### config.mk
export PLATFORM = sky130hd
export DESIGN_NAME = dispatch
export DESIGN_NICKNAME = d
export VERILOG_FILES = /design/src/logic/dispatch_pkg.sv /design/src/logic/dispatch.sv /design/src/logic/dispatch_latch.sv /design/src/logic/general_register_file.sv /design/src/logic/operand_bypass.sv /design/src/logic/system_register_file.sv
export VERILOG_INCLUDE_DIRS = /design/src /design/src/include
export SDC_FILE = /design/constraint.sdc
export NUM_CORES = 2
export LEC_CHECK = 0
export BUFFER_PORTS_ARGS = -buffer_cell sky130_fd_sc_hd__buf_4
export CORE_ASPECT_RATIO = 1.2
export CORE_MARGIN = 5
export CORE_UTILIZATION = 45
export CTS_BUF_LIST = sky130_fd_sc_hd__clkbuf_8
export DETAILED_ROUTE_END_ITERATION = 7
export PLACE_DENSITY = 0.63
export SYNTH_ARGS = -nofsm -noshare
export SYNTH_HDL_FRONTEND = slang
export SYNTH_SLANG_ARGS = --single-unit
### constraint.sdc
create_clock -name iCLOCK -period 4.1 [get_ports iCLOCK]
set_clock_uncertainty 0.15 [all_clocks]
set_input_delay 0.82 -clock iCLOCK [delete_from_list [all_inputs] [get_ports iCLOCK]]
set_output_delay 0.82 -clock iCLOCK [all_outputs]
set_load 0.01 [all_outputs]
### src/include/dispatch_params.svh
`ifndef DISPATCH_PARAMS_SVH
`define DISPATCH_PARAMS_SVH

// Datapath widths
`define DATA_W 32
`define GR_COUNT 32
`define REG_ADDR_W 5
`define CMD_W 5
`define CC_W 4

// System register numbers
`define SYSREG_CPUIDR 5'd0
`define SYSREG_COREIDR 5'd1
`define SYSREG_TIDR 5'd2
`define SYSREG_PCR 5'd4
`define SYSREG_SPR 5'd5
`define SYSREG_PSR 5'd6
`define SYSREG_PTIDR 5'd7
`define SYSREG_PPSR 5'd8
`define SYSREG_PPCR 5'd9

// CPUIDR is {PROCESSOR_ID, PROCESSOR_REVISION}
`define PROCESSOR_ID 16'h0001
`define PROCESSOR_REVISION 16'h0002

// Instruction size, PCR reads back one step behind
`define PC_STEP 32'd4

`endif

### src/logic/dispatch_pkg.sv
`include "dispatch_params.svh"

package dispatch_pkg;

	// Data word
	typedef logic [`DATA_W-1:0] word_t;

	// General or system register number
	typedef logic [`REG_ADDR_W-1:0] reg_addr_t;

	// Execute command
	typedef logic [`CMD_W-1:0] cmd_t;

	// Condition code
	typedef logic [`CC_W-1:0] cc_t;

endpackage

### src/logic/dispatch.sv
`timescale 1ns/100ps
`include "dispatch_params.svh"

module dispatch #(
	parameter int unsigned CORE_ID = 0
) (
	input logic iCLOCK,
	input logic inRESET,
	input logic free_pipeline_stop,
	input logic free_refresh,
	input logic free_set_irq_mode,
	input logic free_clr_irq_mode,
	input logic free_ppcr_set,
	input dispatch_pkg::word_t free_ppcr,
	output dispatch_pkg::word_t sysreg_pcr,
	output dispatch_pkg::word_t sysreg_ppsr,
	output dispatch_pkg::word_t sysreg_ppcr,
	input logic prev_valid,
	input logic prev_destination_sysreg,
	input dispatch_pkg::reg_addr_t prev_destination,
	input logic prev_writeback,
	input dispatch_pkg::cmd_t prev_cmd,
	input dispatch_pkg::cc_t prev_cc,
	input dispatch_pkg::reg_addr_t prev_source0,
	input logic prev_source0_sysreg,
	input dispatch_pkg::word_t prev_source1,
	input logic prev_source1_sysreg,
	input logic prev_source1_imm,
	input dispatch_pkg::word_t prev_pc,
	output logic prev_lock,
	output logic next_valid,
	output dispatch_pkg::word_t next_sysreg_psr,
	output dispatch_pkg::word_t next_sysreg_tidr,
	output logic next_destination_sysreg,
	output dispatch_pkg::reg_addr_t next_destination,
	output logic next_writeback,
	output dispatch_pkg::cmd_t next_cmd,
	output dispatch_pkg::cc_t next_cc,
	output dispatch_pkg::word_t next_spr,
	output dispatch_pkg::word_t next_source0,
	output dispatch_pkg::word_t next_source1,
	output dispatch_pkg::reg_addr_t next_source0_ptr,
	output dispatch_pkg::reg_addr_t next_source1_ptr,
	output logic next_source0_sysreg,
	output logic next_source1_sysreg,
	output logic next_source1_imm,
	output dispatch_pkg::word_t next_pc,
	input logic next_lock,
	input logic wb_valid,
	input dispatch_pkg::word_t wb_data,
	input dispatch_pkg::reg_addr_t wb_destination,
	input logic wb_destination_sysreg,
	input logic wb_writeback,
	input logic wb_spr_writeback,
	input dispatch_pkg::word_t wb_spr,
	input dispatch_pkg::word_t wb_pc,
	input logic wb_branch,
	input dispatch_pkg::word_t wb_branch_pc
);

	dispatch_pkg::reg_addr_t source1_ptr;
	dispatch_pkg::word_t gr_data0;
	dispatch_pkg::word_t gr_data1;
	dispatch_pkg::word_t sr_data0;
	dispatch_pkg::word_t sr_data1;
	dispatch_pkg::word_t source0_value;
	dispatch_pkg::word_t source1_value;
	logic sr_hit0;
	logic sr_hit1;
	logic gr_write_enable;

	// Source 1 field doubles as immediate and pointer
	assign source1_ptr = prev_source1[`REG_ADDR_W-1:0];
	assign gr_write_enable = wb_valid && !free_pipeline_stop && !wb_destination_sysreg &&
		wb_writeback;
	assign prev_lock = next_lock;

	general_register_file i_general_register_file (
		.iCLOCK(iCLOCK), .inRESET(inRESET),
		.write_enable(gr_write_enable), .write_addr(wb_destination), .write_data(wb_data),
		.read_addr0(prev_source0), .read_addr1(source1_ptr),
		.read_data0(gr_data0), .read_data1(gr_data1)
	);

	system_register_file #(.CORE_ID(CORE_ID)) i_system_register_file (
		.iCLOCK(iCLOCK), .inRESET(inRESET),
		.wb_valid(wb_valid), .wb_destination_sysreg(wb_destination_sysreg),
		.wb_writeback(wb_writeback), .wb_spr_writeback(wb_spr_writeback),
		.wb_branch(wb_branch), .free_pipeline_stop(free_pipeline_stop),
		.free_set_irq_mode(free_set_irq_mode), .free_clr_irq_mode(free_clr_irq_mode),
		.free_ppcr_set(free_ppcr_set), .wb_destination(wb_destination),
		.wb_data(wb_data), .wb_spr(wb_spr), .wb_pc(wb_pc), .wb_branch_pc(wb_branch_pc),
		.free_ppcr(free_ppcr), .prev_pc(prev_pc),
		.read_addr0(prev_source0), .read_addr1(source1_ptr),
		.read_active0(prev_source0_sysreg), .read_active1(prev_source1_sysreg),
		.read_hit0(sr_hit0), .read_hit1(sr_hit1),
		.read_data0(sr_data0), .read_data1(sr_data1),
		.sysreg_pcr(sysreg_pcr), .sysreg_psr(next_sysreg_psr), .sysreg_ppsr(sysreg_ppsr),
		.sysreg_ppcr(sysreg_ppcr), .sysreg_spr(next_spr), .sysreg_tidr(next_sysreg_tidr)
	);

	operand_bypass i_operand_bypass (
		.source0_ptr(prev_source0), .source0_sysreg(prev_source0_sysreg),
		.source1_ptr(source1_ptr), .source1_sysreg(prev_source1_sysreg),
		.source1_imm(prev_source1_imm), .source1_imm_value(prev_source1),
		.wb_valid(wb_valid), .wb_destination_sysreg(wb_destination_sysreg),
		.wb_writeback(wb_writeback), .wb_spr_writeback(wb_spr_writeback),
		.wb_destination(wb_destination), .wb_data(wb_data), .wb_spr(wb_spr), .wb_pc(wb_pc),
		.gr_data0(gr_data0), .gr_data1(gr_data1),
		.sr_hit0(sr_hit0), .sr_hit1(sr_hit1), .sr_data0(sr_data0), .sr_data1(sr_data1),
		.source0_value(source0_value), .source1_value(source1_value)
	);

	dispatch_latch i_dispatch_latch (
		.iCLOCK(iCLOCK), .inRESET(inRESET),
		.free_refresh(free_refresh), .next_lock(next_lock),
		.prev_valid(prev_valid), .prev_destination_sysreg(prev_destination_sysreg),
		.prev_writeback(prev_writeback), .prev_source0_sysreg(prev_source0_sysreg),
		.prev_source1_sysreg(prev_source1_sysreg), .prev_source1_imm(prev_source1_imm),
		.prev_destination(prev_destination), .prev_source0_ptr(prev_source0),
		.prev_source1_ptr(source1_ptr), .prev_cmd(prev_cmd), .prev_cc(prev_cc),
		.source0_value(source0_value), .source1_value(source1_value), .prev_pc(prev_pc),
		.next_valid(next_valid), .next_destination_sysreg(next_destination_sysreg),
		.next_writeback(next_writeback), .next_source0_sysreg(next_source0_sysreg),
		.next_source1_sysreg(next_source1_sysreg), .next_source1_imm(next_source1_imm),
		.next_destination(next_destination), .next_source0_ptr(next_source0_ptr),
		.next_source1_ptr(next_source1_ptr), .next_cmd(next_cmd), .next_cc(next_cc),
		.next_source0(next_source0), .next_source1(next_source1), .next_pc(next_pc)
	);

endmodule

### src/logic/dispatch_latch.sv
`timescale 1ns/100ps

module dispatch_latch (
	input logic iCLOCK,
	input logic inRESET,
	input logic free_refresh,
	input logic next_lock,
	input logic prev_valid,
	input logic prev_destination_sysreg,
	input logic prev_writeback,
	input logic prev_source0_sysreg,
	input logic prev_source1_sysreg,
	input logic prev_source1_imm,
	input dispatch_pkg::reg_addr_t prev_destination,
	input dispatch_pkg::reg_addr_t prev_source0_ptr,
	input dispatch_pkg::reg_addr_t prev_source1_ptr,
	input dispatch_pkg::cmd_t prev_cmd,
	input dispatch_pkg::cc_t prev_cc,
	input dispatch_pkg::word_t source0_value,
	input dispatch_pkg::word_t source1_value,
	input dispatch_pkg::word_t prev_pc,
	output logic next_valid,
	output logic next_destination_sysreg,
	output logic next_writeback,
	output logic next_source0_sysreg,
	output logic next_source1_sysreg,
	output logic next_source1_imm,
	output dispatch_pkg::reg_addr_t next_destination,
	output dispatch_pkg::reg_addr_t next_source0_ptr,
	output dispatch_pkg::reg_addr_t next_source1_ptr,
	output dispatch_pkg::cmd_t next_cmd,
	output dispatch_pkg::cc_t next_cc,
	output dispatch_pkg::word_t next_source0,
	output dispatch_pkg::word_t next_source1,
	output dispatch_pkg::word_t next_pc
);

	logic valid_q;

	// Control flags, refresh takes priority over a capture
	always_ff @(posedge iCLOCK or negedge inRESET) begin
		if (!inRESET) begin
			valid_q <= 1'b0;
			next_destination_sysreg <= 1'b0;
			next_writeback <= 1'b0;
			next_source0_sysreg <= 1'b0;
			next_source1_sysreg <= 1'b0;
			next_source1_imm <= 1'b0;
		end else if (free_refresh) begin
			valid_q <= 1'b0;
			next_destination_sysreg <= 1'b0;
			next_writeback <= 1'b0;
			next_source0_sysreg <= 1'b0;
			next_source1_sysreg <= 1'b0;
			next_source1_imm <= 1'b0;
		end else if (!next_lock) begin
			valid_q <= prev_valid;
			next_destination_sysreg <= prev_destination_sysreg;
			next_writeback <= prev_writeback;
			next_source0_sysreg <= prev_source0_sysreg;
			next_source1_sysreg <= prev_source1_sysreg;
			next_source1_imm <= prev_source1_imm;
		end
	end

	// Payload follows the same hold rule
	always_ff @(posedge iCLOCK) begin
		if (!next_lock) begin
			next_destination <= prev_destination;
			next_source0_ptr <= prev_source0_ptr;
			next_source1_ptr <= prev_source1_ptr;
			next_cmd <= prev_cmd;
			next_cc <= prev_cc;
			next_source0 <= source0_value;
			next_source1 <= source1_value;
			next_pc <= prev_pc;
		end
	end

	// Nothing is handed over while execute holds the lock
	assign next_valid = valid_q && !next_lock;

endmodule

### src/logic/general_register_file.sv
`timescale 1ns/100ps
`include "dispatch_params.svh"

module general_register_file (
	input logic iCLOCK,
	input logic inRESET,
	input logic write_enable,
	input dispatch_pkg::reg_addr_t write_addr,
	input dispatch_pkg::word_t write_data,
	input dispatch_pkg::reg_addr_t read_addr0,
	input dispatch_pkg::reg_addr_t read_addr1,
	output dispatch_pkg::word_t read_data0,
	output dispatch_pkg::word_t read_data1
);

	dispatch_pkg::word_t regs [`GR_COUNT];

	// Register 0 is an ordinary register here
	always_ff @(posedge iCLOCK or negedge inRESET) begin
		if (!inRESET) begin
			for (int i = 0; i < `GR_COUNT; i++) begin
				regs[i] <= '0;
			end
		end else if (write_enable) begin
			regs[write_addr] <= write_data;
		end
	end

	// Two combinational read ports
	assign read_data0 = regs[read_addr0];
	assign read_data1 = regs[read_addr1];

endmodule

### src/logic/operand_bypass.sv
`timescale 1ns/100ps
`include "dispatch_params.svh"

module operand_bypass (
	input dispatch_pkg::reg_addr_t source0_ptr,
	input logic source0_sysreg,
	input dispatch_pkg::reg_addr_t source1_ptr,
	input logic source1_sysreg,
	input logic source1_imm,
	input dispatch_pkg::word_t source1_imm_value,
	input logic wb_valid,
	input logic wb_destination_sysreg,
	input logic wb_writeback,
	input logic wb_spr_writeback,
	input dispatch_pkg::reg_addr_t wb_destination,
	input dispatch_pkg::word_t wb_data,
	input dispatch_pkg::word_t wb_spr,
	input dispatch_pkg::word_t wb_pc,
	input dispatch_pkg::word_t gr_data0,
	input dispatch_pkg::word_t gr_data1,
	input logic sr_hit0,
	input logic sr_hit1,
	input dispatch_pkg::word_t sr_data0,
	input dispatch_pkg::word_t sr_data1,
	output dispatch_pkg::word_t source0_value,
	output dispatch_pkg::word_t source1_value
);

	logic fwd_hit0;
	logic fwd_hit1;
	dispatch_pkg::word_t fwd_data0;
	dispatch_pkg::word_t fwd_data1;

	// Writeback value seen by a source in the same cycle, with hit flag on top
	function automatic logic [`DATA_W:0] forward(
		input dispatch_pkg::reg_addr_t ptr,
		input logic sysreg
	);
		logic [`DATA_W:0] result;
		result = '0;
		if (wb_valid && sysreg && wb_destination_sysreg) begin
			if (ptr == `SYSREG_PCR) begin
				result = {1'b1, wb_pc};
			end else if (ptr == `SYSREG_SPR && wb_spr_writeback) begin
				result = {1'b1, wb_spr};
			end else if (ptr == wb_destination && wb_writeback) begin
				result = {1'b1, wb_data};
			end
		end else if (wb_valid && !sysreg && !wb_destination_sysreg && wb_writeback) begin
			if (ptr == wb_destination) begin
				result = {1'b1, wb_data};
			end
		end
		return result;
	endfunction

	// Forward, then system read on a hit, else general register
	function automatic dispatch_pkg::word_t pick(
		input logic fwd_hit,
		input dispatch_pkg::word_t fwd_data,
		input logic sysreg,
		input logic sr_hit,
		input dispatch_pkg::word_t sr_data,
		input dispatch_pkg::word_t gr_data
	);
		if (fwd_hit) begin
			return fwd_data;
		end else if (sysreg && sr_hit) begin
			return sr_data;
		end
		return gr_data;
	endfunction

	always_comb begin
		{fwd_hit0, fwd_data0} = forward(source0_ptr, source0_sysreg);
		{fwd_hit1, fwd_data1} = forward(source1_ptr, source1_sysreg);
		source0_value = pick(fwd_hit0, fwd_data0, source0_sysreg, sr_hit0, sr_data0, gr_data0);
		if (source1_imm) begin
			source1_value = source1_imm_value;
		end else begin
			source1_value = pick(fwd_hit1, fwd_data1, source1_sysreg, sr_hit1, sr_data1,
				gr_data1);
		end
	end

endmodule

### src/logic/system_register_file.sv
`timescale 1ns/100ps
`include "dispatch_params.svh"

module system_register_file #(
	parameter int unsigned CORE_ID = 0
) (
	input logic iCLOCK,
	input logic inRESET,
	input logic wb_valid,
	input logic wb_destination_sysreg,
	input logic wb_writeback,
	input logic wb_spr_writeback,
	input logic wb_branch,
	input logic free_pipeline_stop,
	input logic free_set_irq_mode,
	input logic free_clr_irq_mode,
	input logic free_ppcr_set,
	input dispatch_pkg::reg_addr_t wb_destination,
	input dispatch_pkg::word_t wb_data,
	input dispatch_pkg::word_t wb_spr,
	input dispatch_pkg::word_t wb_pc,
	input dispatch_pkg::word_t wb_branch_pc,
	input dispatch_pkg::word_t free_ppcr,
	input dispatch_pkg::word_t prev_pc,
	input dispatch_pkg::reg_addr_t read_addr0,
	input dispatch_pkg::reg_addr_t read_addr1,
	input logic read_active0,
	input logic read_active1,
	output logic read_hit0,
	output logic read_hit1,
	output dispatch_pkg::word_t read_data0,
	output dispatch_pkg::word_t read_data1,
	output dispatch_pkg::word_t sysreg_pcr,
	output dispatch_pkg::word_t sysreg_psr,
	output dispatch_pkg::word_t sysreg_ppsr,
	output dispatch_pkg::word_t sysreg_ppcr,
	output dispatch_pkg::word_t sysreg_spr,
	output dispatch_pkg::word_t sysreg_tidr
);

	dispatch_pkg::word_t cpuidr;
	dispatch_pkg::word_t coreidr;
	dispatch_pkg::word_t tidr;
	dispatch_pkg::word_t ptidr;
	dispatch_pkg::word_t pcr;
	dispatch_pkg::word_t spr;
	dispatch_pkg::word_t psr;
	dispatch_pkg::word_t ppsr;
	dispatch_pkg::word_t ppcr;
	dispatch_pkg::word_t pcr_read;
	logic wb_ok;
	logic sys_wr;

	assign wb_ok = wb_valid && !free_pipeline_stop;
	assign sys_wr = wb_ok && wb_destination_sysreg && wb_writeback;
	assign pcr_read = prev_pc - `PC_STEP;

	always_ff @(posedge iCLOCK or negedge inRESET) begin
		if (!inRESET) begin
			cpuidr <= '0;
			coreidr <= '0;
			tidr <= '0;
			ptidr <= '0;
			pcr <= '0;
			spr <= '0;
			psr <= '0;
			ppsr <= '0;
			ppcr <= '0;
		end else begin
			// ID registers load their constants every cycle
			cpuidr <= {`PROCESSOR_ID, `PROCESSOR_REVISION};
			coreidr <= dispatch_pkg::word_t'(CORE_ID);
			if (sys_wr && wb_destination == `SYSREG_TIDR) begin
				tidr <= wb_data;
			end
			// Interrupt entry saves the task ID
			if (free_set_irq_mode) begin
				ptidr <= tidr;
			end else if (sys_wr && wb_destination == `SYSREG_PTIDR) begin
				ptidr <= wb_data;
			end
			if (wb_ok) begin
				pcr <= wb_branch ? wb_branch_pc : wb_pc;
			end
			// SPR side channel wins over a normal write
			if (wb_ok && wb_spr_writeback) begin
				spr <= wb_spr;
			end else if (sys_wr && wb_destination == `SYSREG_SPR) begin
				spr <= wb_data;
			end
			// Clear bits 6, 5 and 2 on interrupt entry
			if (free_set_irq_mode) begin
				psr <= {psr[31:7], 2'b00, psr[4:3], 1'b0, psr[1:0]};
			end else if (free_clr_irq_mode) begin
				psr <= ppsr;
			end else if (sys_wr && wb_destination == `SYSREG_PSR) begin
				psr <= wb_data;
			end
			if (free_set_irq_mode) begin
				ppsr <= psr;
			end else if (sys_wr && wb_destination == `SYSREG_PPSR) begin
				ppsr <= wb_data;
			end
			if (free_ppcr_set) begin
				ppcr <= free_ppcr;
			end else if (sys_wr && wb_destination == `SYSREG_PPCR) begin
				ppcr <= wb_data;
			end
		end
	end

	function automatic logic [`DATA_W:0] read_port(
		input logic active,
		input dispatch_pkg::reg_addr_t addr
	);
		logic [`DATA_W:0] result;
		result = '0;
		if (active) begin
			case (addr)
				`SYSREG_CPUIDR: result = {1'b1, cpuidr};
				`SYSREG_COREIDR: result = {1'b1, coreidr};
				`SYSREG_TIDR: result = {1'b1, tidr};
				`SYSREG_PCR: result = {1'b1, pcr_read};
				`SYSREG_SPR: result = {1'b1, spr};
				`SYSREG_PSR: result = {1'b1, psr};
				`SYSREG_PTIDR: result = {1'b1, ptidr};
				`SYSREG_PPSR: result = {1'b1, ppsr};
				`SYSREG_PPCR: result = {1'b1, ppcr};
				default: result = '0;
			endcase
		end
		return result;
	endfunction

	always_comb begin
		{read_hit0, read_data0} = read_port(read_active0, read_addr0);
		{read_hit1, read_data1} = read_port(read_active1, read_addr1);
	end

	assign sysreg_pcr = pcr;
	assign sysreg_psr = psr;
	assign sysreg_ppsr = ppsr;
	assign sysreg_ppcr = ppcr;
	assign sysreg_spr = spr;
	assign sysreg_tidr = tidr;

endmodule

* After elaboration in Yosys (flattened, before gate mapping)
Index checks and enable logic that the tools add are counted.
** Storage, ports and cells
- Flip-flop bits (word level) :: 1375
- Latch bits :: 0
- Bits in writable memories :: 0
- ROM bits :: 0
- Bits of input ports :: 267
- Output and inout port bits :: 319
- Word-level logic and storage cells :: 194
- Memories kept :: 0
** Cells by class
- Add/subtract/negate cells :: 1
- Multiply operators :: 0
- Div/mod/pow operators :: 0
- Order comparisons :: 4
- Eq/ne operators :: 25
- Shift-type cells :: 0
- Mux-type cells :: 61
- Bitwise gates (word level) :: 4
- Reductions and logical operators :: 44
** Operator list (count)
- bitwise mux 1024 bit :: 1
- 2-to-1 mux 32 bit :: 23
- one-hot mux 33 bit (9 select lines) :: 2
- 2-to-1 mux 33 bit :: 14
- binary-select mux 32 bit (select 5 bit) :: 2
- demux 32 bit (select 5 bit) :: 1
- == test 5 x 3 -> 1 bit, second input constant :: 11
- subtractor 32 x 3 -> 32 bit, second input constant :: 1
- == test 5 x 4 -> 1 bit, second input constant :: 6
- logical AND 1 bit :: 30
- greater-or-equal comparator 6 bit, second input constant :: 3
- NOT 5 -> 6 bit :: 3
- 2-to-1 mux 1 bit :: 17
- == test 5 x 2 -> 1 bit, second input constant :: 3
- == test 5 x 1 -> 1 bit, second input constant :: 2
- == test 5 bit :: 2
- zero test 5 bit :: 2
- nonzero test 2 bit :: 5
- 2-to-1 mux 7 bit :: 1
- < comparator 6 x 1 -> 1 bit, second input constant :: 1
- zero test 1 bit :: 5
- nonzero test 3 bit :: 1
- != test 2 bit, second input constant :: 1
- AND reduction 2 bit :: 1
- NOT 1 bit :: 1

* Logic depth before layout (Yosys ltp)
- Depth in word-level cells :: 10
- Depth in mapped cells :: 12
- Gate-level depth less buffers :: 9

* Hierarchy
Synthesis repeated with hierarchy kept, for this count alone.
** Second synthesis, totals
- Cells, all modules :: 6783
- Area total of the unflattened synthesis :: 77688.3 um^2
** Modules (own cells, without submodules)
- general_register_file :: times used 1, cells each 4605, area an instance 56245.2 um^2, sequential area each 25624.6 um^2
- system_register_file :: times used 1, cells each 1530, area an instance 13859.5 um^2, sequential area each 5630.4 um^2
- dispatch_latch :: times used 1, cells each 141, area an instance 3860.0 um^2, sequential area each 3753.6 um^2
- operand_bypass :: times used 1, cells each 505, area an instance 3703.6 um^2, sequential area each 0.0 um^2
- dispatch :: times used 1, cells each 2, area an instance 20.0 um^2, sequential area each 0.0 um^2

* Worst setup path before layout
OpenSTA, ideal clock, no wires.
- Kind :: input port to flip-flop
- From :: input port next_lock
- To :: register i_dispatch_latch.next_cc[0], enable pin
- Setup time :: 473 ps
- Arrival time :: 3403 ps
- Required time :: 3477 ps
- Setup slack :: 74 ps
- Stages :: 2
- Buffers on the path :: 1
- Cells stage by stage :: clkbuf_1 -> inv_1
** RTL lines
- from (decl) :: RTL line dispatch.sv:48 : input logic next_lock,
- to (signal assigned) :: RTL line dispatch_latch.sv:73 : next_cc <= prev_cc;
- to (decl) :: RTL line dispatch_latch.sv:32 : output dispatch_pkg::cc_t next_cc,
No word-level cell between the ends.

* Worst setup path in the final report
- From :: input port prev_source1[3]
- To :: register i_dispatch_latch.next_source1[30] (data pin)
** Between the ends
- Cells in the longest elaborated chain, start to end :: 10
- Elaborated cells on any way between the ends :: 32
- Classes of those cells :: eq/ne: 9; mux: 18; bitwise: 1; reduce/logical: 4
** RTL lines
- from (decl) :: RTL line dispatch.sv:26 : input dispatch_pkg::word_t prev_source1,
- parallel branches: the longest is 8 deep, another holds one-hot mux 33 bit (9 select lines)
- 2-to-1 mux 32 bit (*) :: RTL line operand_bypass.sv:71 : return gr_data;
- 2-to-1 mux 32 bit (*) :: RTL line operand_bypass.sv:78 : if (source1_imm) begin
- named net i_dispatch_latch.source1_value[30] :: RTL line dispatch_latch.sv:20 : input dispatch_pkg::word_t source1_value,
- to (signal assigned) :: RTL line dispatch_latch.sv:75 : next_source1 <= source1_value;
- to (decl) :: RTL line dispatch_latch.sv:34 : output dispatch_pkg::word_t next_source1,
Mark *: on every way through the listed nets, which the timed path passes. The select of a mux whose other input is x is not followed.
A chain may end at the register's enable or synchronous reset.

==> results.tsv <==
stage	metric	value	unit
route	vias per inst	6.71	
critical_path	flop2flop setup slack	930	ps
clock_network	H-tree levels	4	
critical_path	Critical Path Slowest Stage Cell	o21ai_0	
die	DIE HEIGHT	457	um
yosys	syn avg cell area	13.3	um2
clock_network	clock transition at the registers of the reported paths	60	ps
die	die area	175000	um2
sta	Final Cycle Share	90.1	%
route	drc violations	3	
power_and_ir_drop	Pwr per Cell Area	370	nW/um2
min_path	worst hold path type	primary input to flop	
finish	fillers	13876	
route	initial drt markers	7043	
yosys	Netlist cell types	80	
clock_network	Num CTS Buffers	217	
route	Post-DRT Antenna Nets	0	
yosys	Synth Area in Simple Gates	4.59	%
finish	area delta synth->final	20.2	%
route	drt pass-1 iters	8	
route	met2 wire len	146	mm
critical_path	worst reg2reg path startpoint	i_general_register_file.regs[174]	
place	Port Buffers	585	
power_and_ir_drop	VDD IR max	0.390	mV
sta	setup TNS	0	ps
route	final WL	318	mm
route	Routed WL per cell	36.4	um
sta	RSZ-0062 raised after global routing	no	
route	met3 wire length	28.9	mm
sta	Setup WS post-layout	407	ps
global_route	largest net degree at the start of global routing	106	
yosys	Synth Area in XOR/XNOR	0.409	%
finish	Post-Layout Cell Count	8729	
power_and_ir_drop	overall power	33.3	mW
place	placed insts	8150	
power_and_ir_drop	static leakage	40.7	nW
sta	relative slew slack	3.80	%
sta	Tmin final	3690	ps
clock_network	TritonCTS clock tree	done	
die	I/O pin cnt	586	
die	CORE AREA	166000	um2
run_status	status	finished, violations left	
sta	final hold vios	0	
critical_path	CP Class	primary input to flop	
clock_network	clock sink total	1375	
critical_path	Reg2Reg Capture Point	i_dispatch_latch.next_source1[14]	
run_status	failing checks	DRC	
yosys	Adder-Cell Fraction of Synth Area	0.0167	%
yosys	Synth Cell Area	74900	um2
clock_network	Clock Tree Root	clkbuf_8	
global_route	first-pass GRT wire length	452	mm
critical_path	CP Cell Sequence	dlygate4sd3_1 -> buf_6 -> buf_12 -> buf_12 -> or3b_2 -> o22ai_1 -> a211o_1 -> a21oi_1 -> o21ai_0 -> o211ai_1 -> o21ai_0	
min_path	Hold EP	i_dispatch_latch.next_source1[22]	
global_route	vias in the first global route	59563	
yosys	Compound-Gate Fraction of Synth Area	7.96	%
yosys	post-synth top area share	41.9	%
yosys	post-synth net total	5901	
global_route	global route total overflow	0	
global_route	total track usage	35.8	%
critical_path	Reg2Reg Depth	6	
yosys	FFs w/ async S/R, synth	91.3	%
route	top layer in use	met5	
finish	Layout Utilization	54.2	%
route	routed vias	58529	
global_route	antenna violations before repair	20	
route	met1 wire length	115	mm
clock_network	clk buf depth	3	
flow_run	Max-Cap Viols	0	
min_path	hold path depth	2	
critical_path	CP bufs+invs	4	
clock_network	hold_buf cts	172	
clock_network	CTS resizes	0	
yosys	Most used DFF post-synth	dfrtp_1	
yosys	largest family of logic cells by synthesized area	multiplexers	
clock_network	clock latency on the worst-skew pair	1000	ps
critical_path	CP delay by family, top	compound AO/OA/AOI/OAI gates	
critical_path	Worst Path Max Fanout	36	
die	die width	382	um
yosys	synth warn	0	
min_path	hold path start	prev_source1[22]	
critical_path	critical path capture point type	flop	
sta	final setup vio count	0	
yosys	Seq/Total Area, Yosys	46.7	%
critical_path	WP data arrival	4390	ps
critical_path	Crit path largest cell delay	930	ps
die	initial core utilization	45.1	%
critical_path	Worst Path Required	4790	ps
sta	fin. max-slew vios	0	
finish	Layout Nets	6652	
place	HPWL after DPL	219	mm
sta	f_max	271	MHz
yosys	Synth Register Bits	1375	
die	Rows	164	
yosys	EDFF count, synth	120	
yosys	Synth Instances	5633	
sta	Worst Tran Pin Value	1430	ps
finish	layout cells sized above 1	44.4	%
yosys	portion of netlist area occupied by mux cells	36.8	%
yosys	top area cells in the synthesized netlist	dfrtp_1 42%, mux2_2 16%, mux4_2 15%	
clock_network	Post-CTS Setup Bufs	0	
yosys	Synth area leader	dfrtp_1	
place	gpl congestion	1.01	
critical_path	CP Launch Type	primary input	
place	dpl ws	-301	ps
[worst max path at each step]
stage                         start                           endpoint  slack (ps)  depth (start not counted)
floorplan                 next_lock        i_dispatch_latch.next_cc[0]          70                          2
global placement    prev_source1[0]  i_dispatch_latch.next_source1[30]        -370                          8
detailed placement  prev_source1[0]  i_dispatch_latch.next_source1[30]        -300                          8
CTS                 prev_source1[3]  i_dispatch_latch.next_source1[30]         260                         11
global route        prev_source1[2]   i_dispatch_latch.next_source1[2]         470                         11
finish              prev_source1[3]  i_dispatch_latch.next_source1[30]         410                         11
[layout make-up]
class | instances | area [um2] | share of cell area (%)
inverter | 20 | 80.1 | 0.0889
tap | 2158 | 2700 | 3.00
sequential | 1375 | 35000 | 38.9
clock inverter | 114 | 743 | 0.826
timing repair buffer | 1116 | 10100 | 11.2
clock buffer | 279 | 3840 | 4.27
antenna | 13 | 32.5 | 0.0361
multi-input combinational | 3654 | 37600 | 41.7
[layout by cell type, fill, tap and decap left out, types with 28 or more instances in the layout]
master	netlist	layout
a21oi_1	161	161
a221oi_1	53	53
a222oi_1	49	49
a22oi_1	143	143
buf_12	0	96
buf_4	34	841
clkbuf_8	0	280
clkinv_2	0	28
dfrtp_1	1255	1255
dlygate4sd3_1	0	172
edfxtp_1	120	120
inv_1	18	83
mux2_2	1049	1049
mux2i_1	416	416
mux4_2	514	514
nand2_1	314	300
nand3_1	43	43
nor2_1	170	149
nor2b_1	39	34
nor3_1	46	40
o211ai_1	34	34
o21ai_0	268	268
[sequential cells by signal (all words and copies together) (netlist names), 4 cells and up]
register	flops
i_dispatch_latch.next_cc	4
i_dispatch_latch.next_cmd	5
i_dispatch_latch.next_destination	5
i_dispatch_latch.next_pc	32
i_dispatch_latch.next_source0	32
i_dispatch_latch.next_source0_ptr	5
i_dispatch_latch.next_source1	32
i_dispatch_latch.next_source1_ptr	5
i_general_register_file.regs	1024
i_system_register_file.ptidr	32
i_system_register_file.sysreg_pcr	32
i_system_register_file.sysreg_ppcr	32
i_system_register_file.sysreg_ppsr	32
i_system_register_file.sysreg_psr	32
i_system_register_file.sysreg_spr	32
i_system_register_file.sysreg_tidr	32
[logic make-up after synthesis]
group                      Yosys count
muxes                             1979
other                                1
DFF                               1375
adders and majority gates            1
and+or+nand+nor                    743
buffers and inverters              604
xor gates and xnor gates            35
AOI/OAI and AO/OA                  895
[through the flow]
step,hold WS [ps],area (um2)
finish,70.5,90000
global route,38.0,90000
CTS,1.10,90000
detailed placement,321,83700
global placement,314,83700
floorplan,311,74900
[report_power, final]
group / total (mW) / leakage [nW] / switching [mW] / internal [mW]
logic: 5.23 / 19.8 / 2.87 / 2.36
registers: 15.6 / 18.2 / 0.973 / 14.6
clock network: 12.5 / 2.63 / 5.86 / 6.60
total: 33.3 / 40.7 / 9.71 / 23.6
[synthesized netlist by cell type, types with 24 or more instances]
master    instances
dfrtp_1        1255
mux2_2         1049
mux4_2          514
mux2i_1         416
clkbuf_1        366
nand2_1         314
o21ai_0         268
nor2_1          170
a21oi_1         161
a22oi_1         143
edfxtp_1        120
buf_2           105
buf_1            69
a221oi_1         53
a222oi_1         49
nor3_1           46
nand3_1          43
nor2b_1          39
buf_4            34
o211ai_1         34
a211oi_1         24
a22o_1           24
[routing by layer]
metal | GRT usage (%) | vias to the layer above
li1 | - | 23225
met3 | 8.48 | 1069
met4 | 25.3 | 10
met5 | 0 | -
met2 | 56.1 | 3640
met1 | 43.7 | 30585
Note: power is estimated with default switching activity, not from simulation.
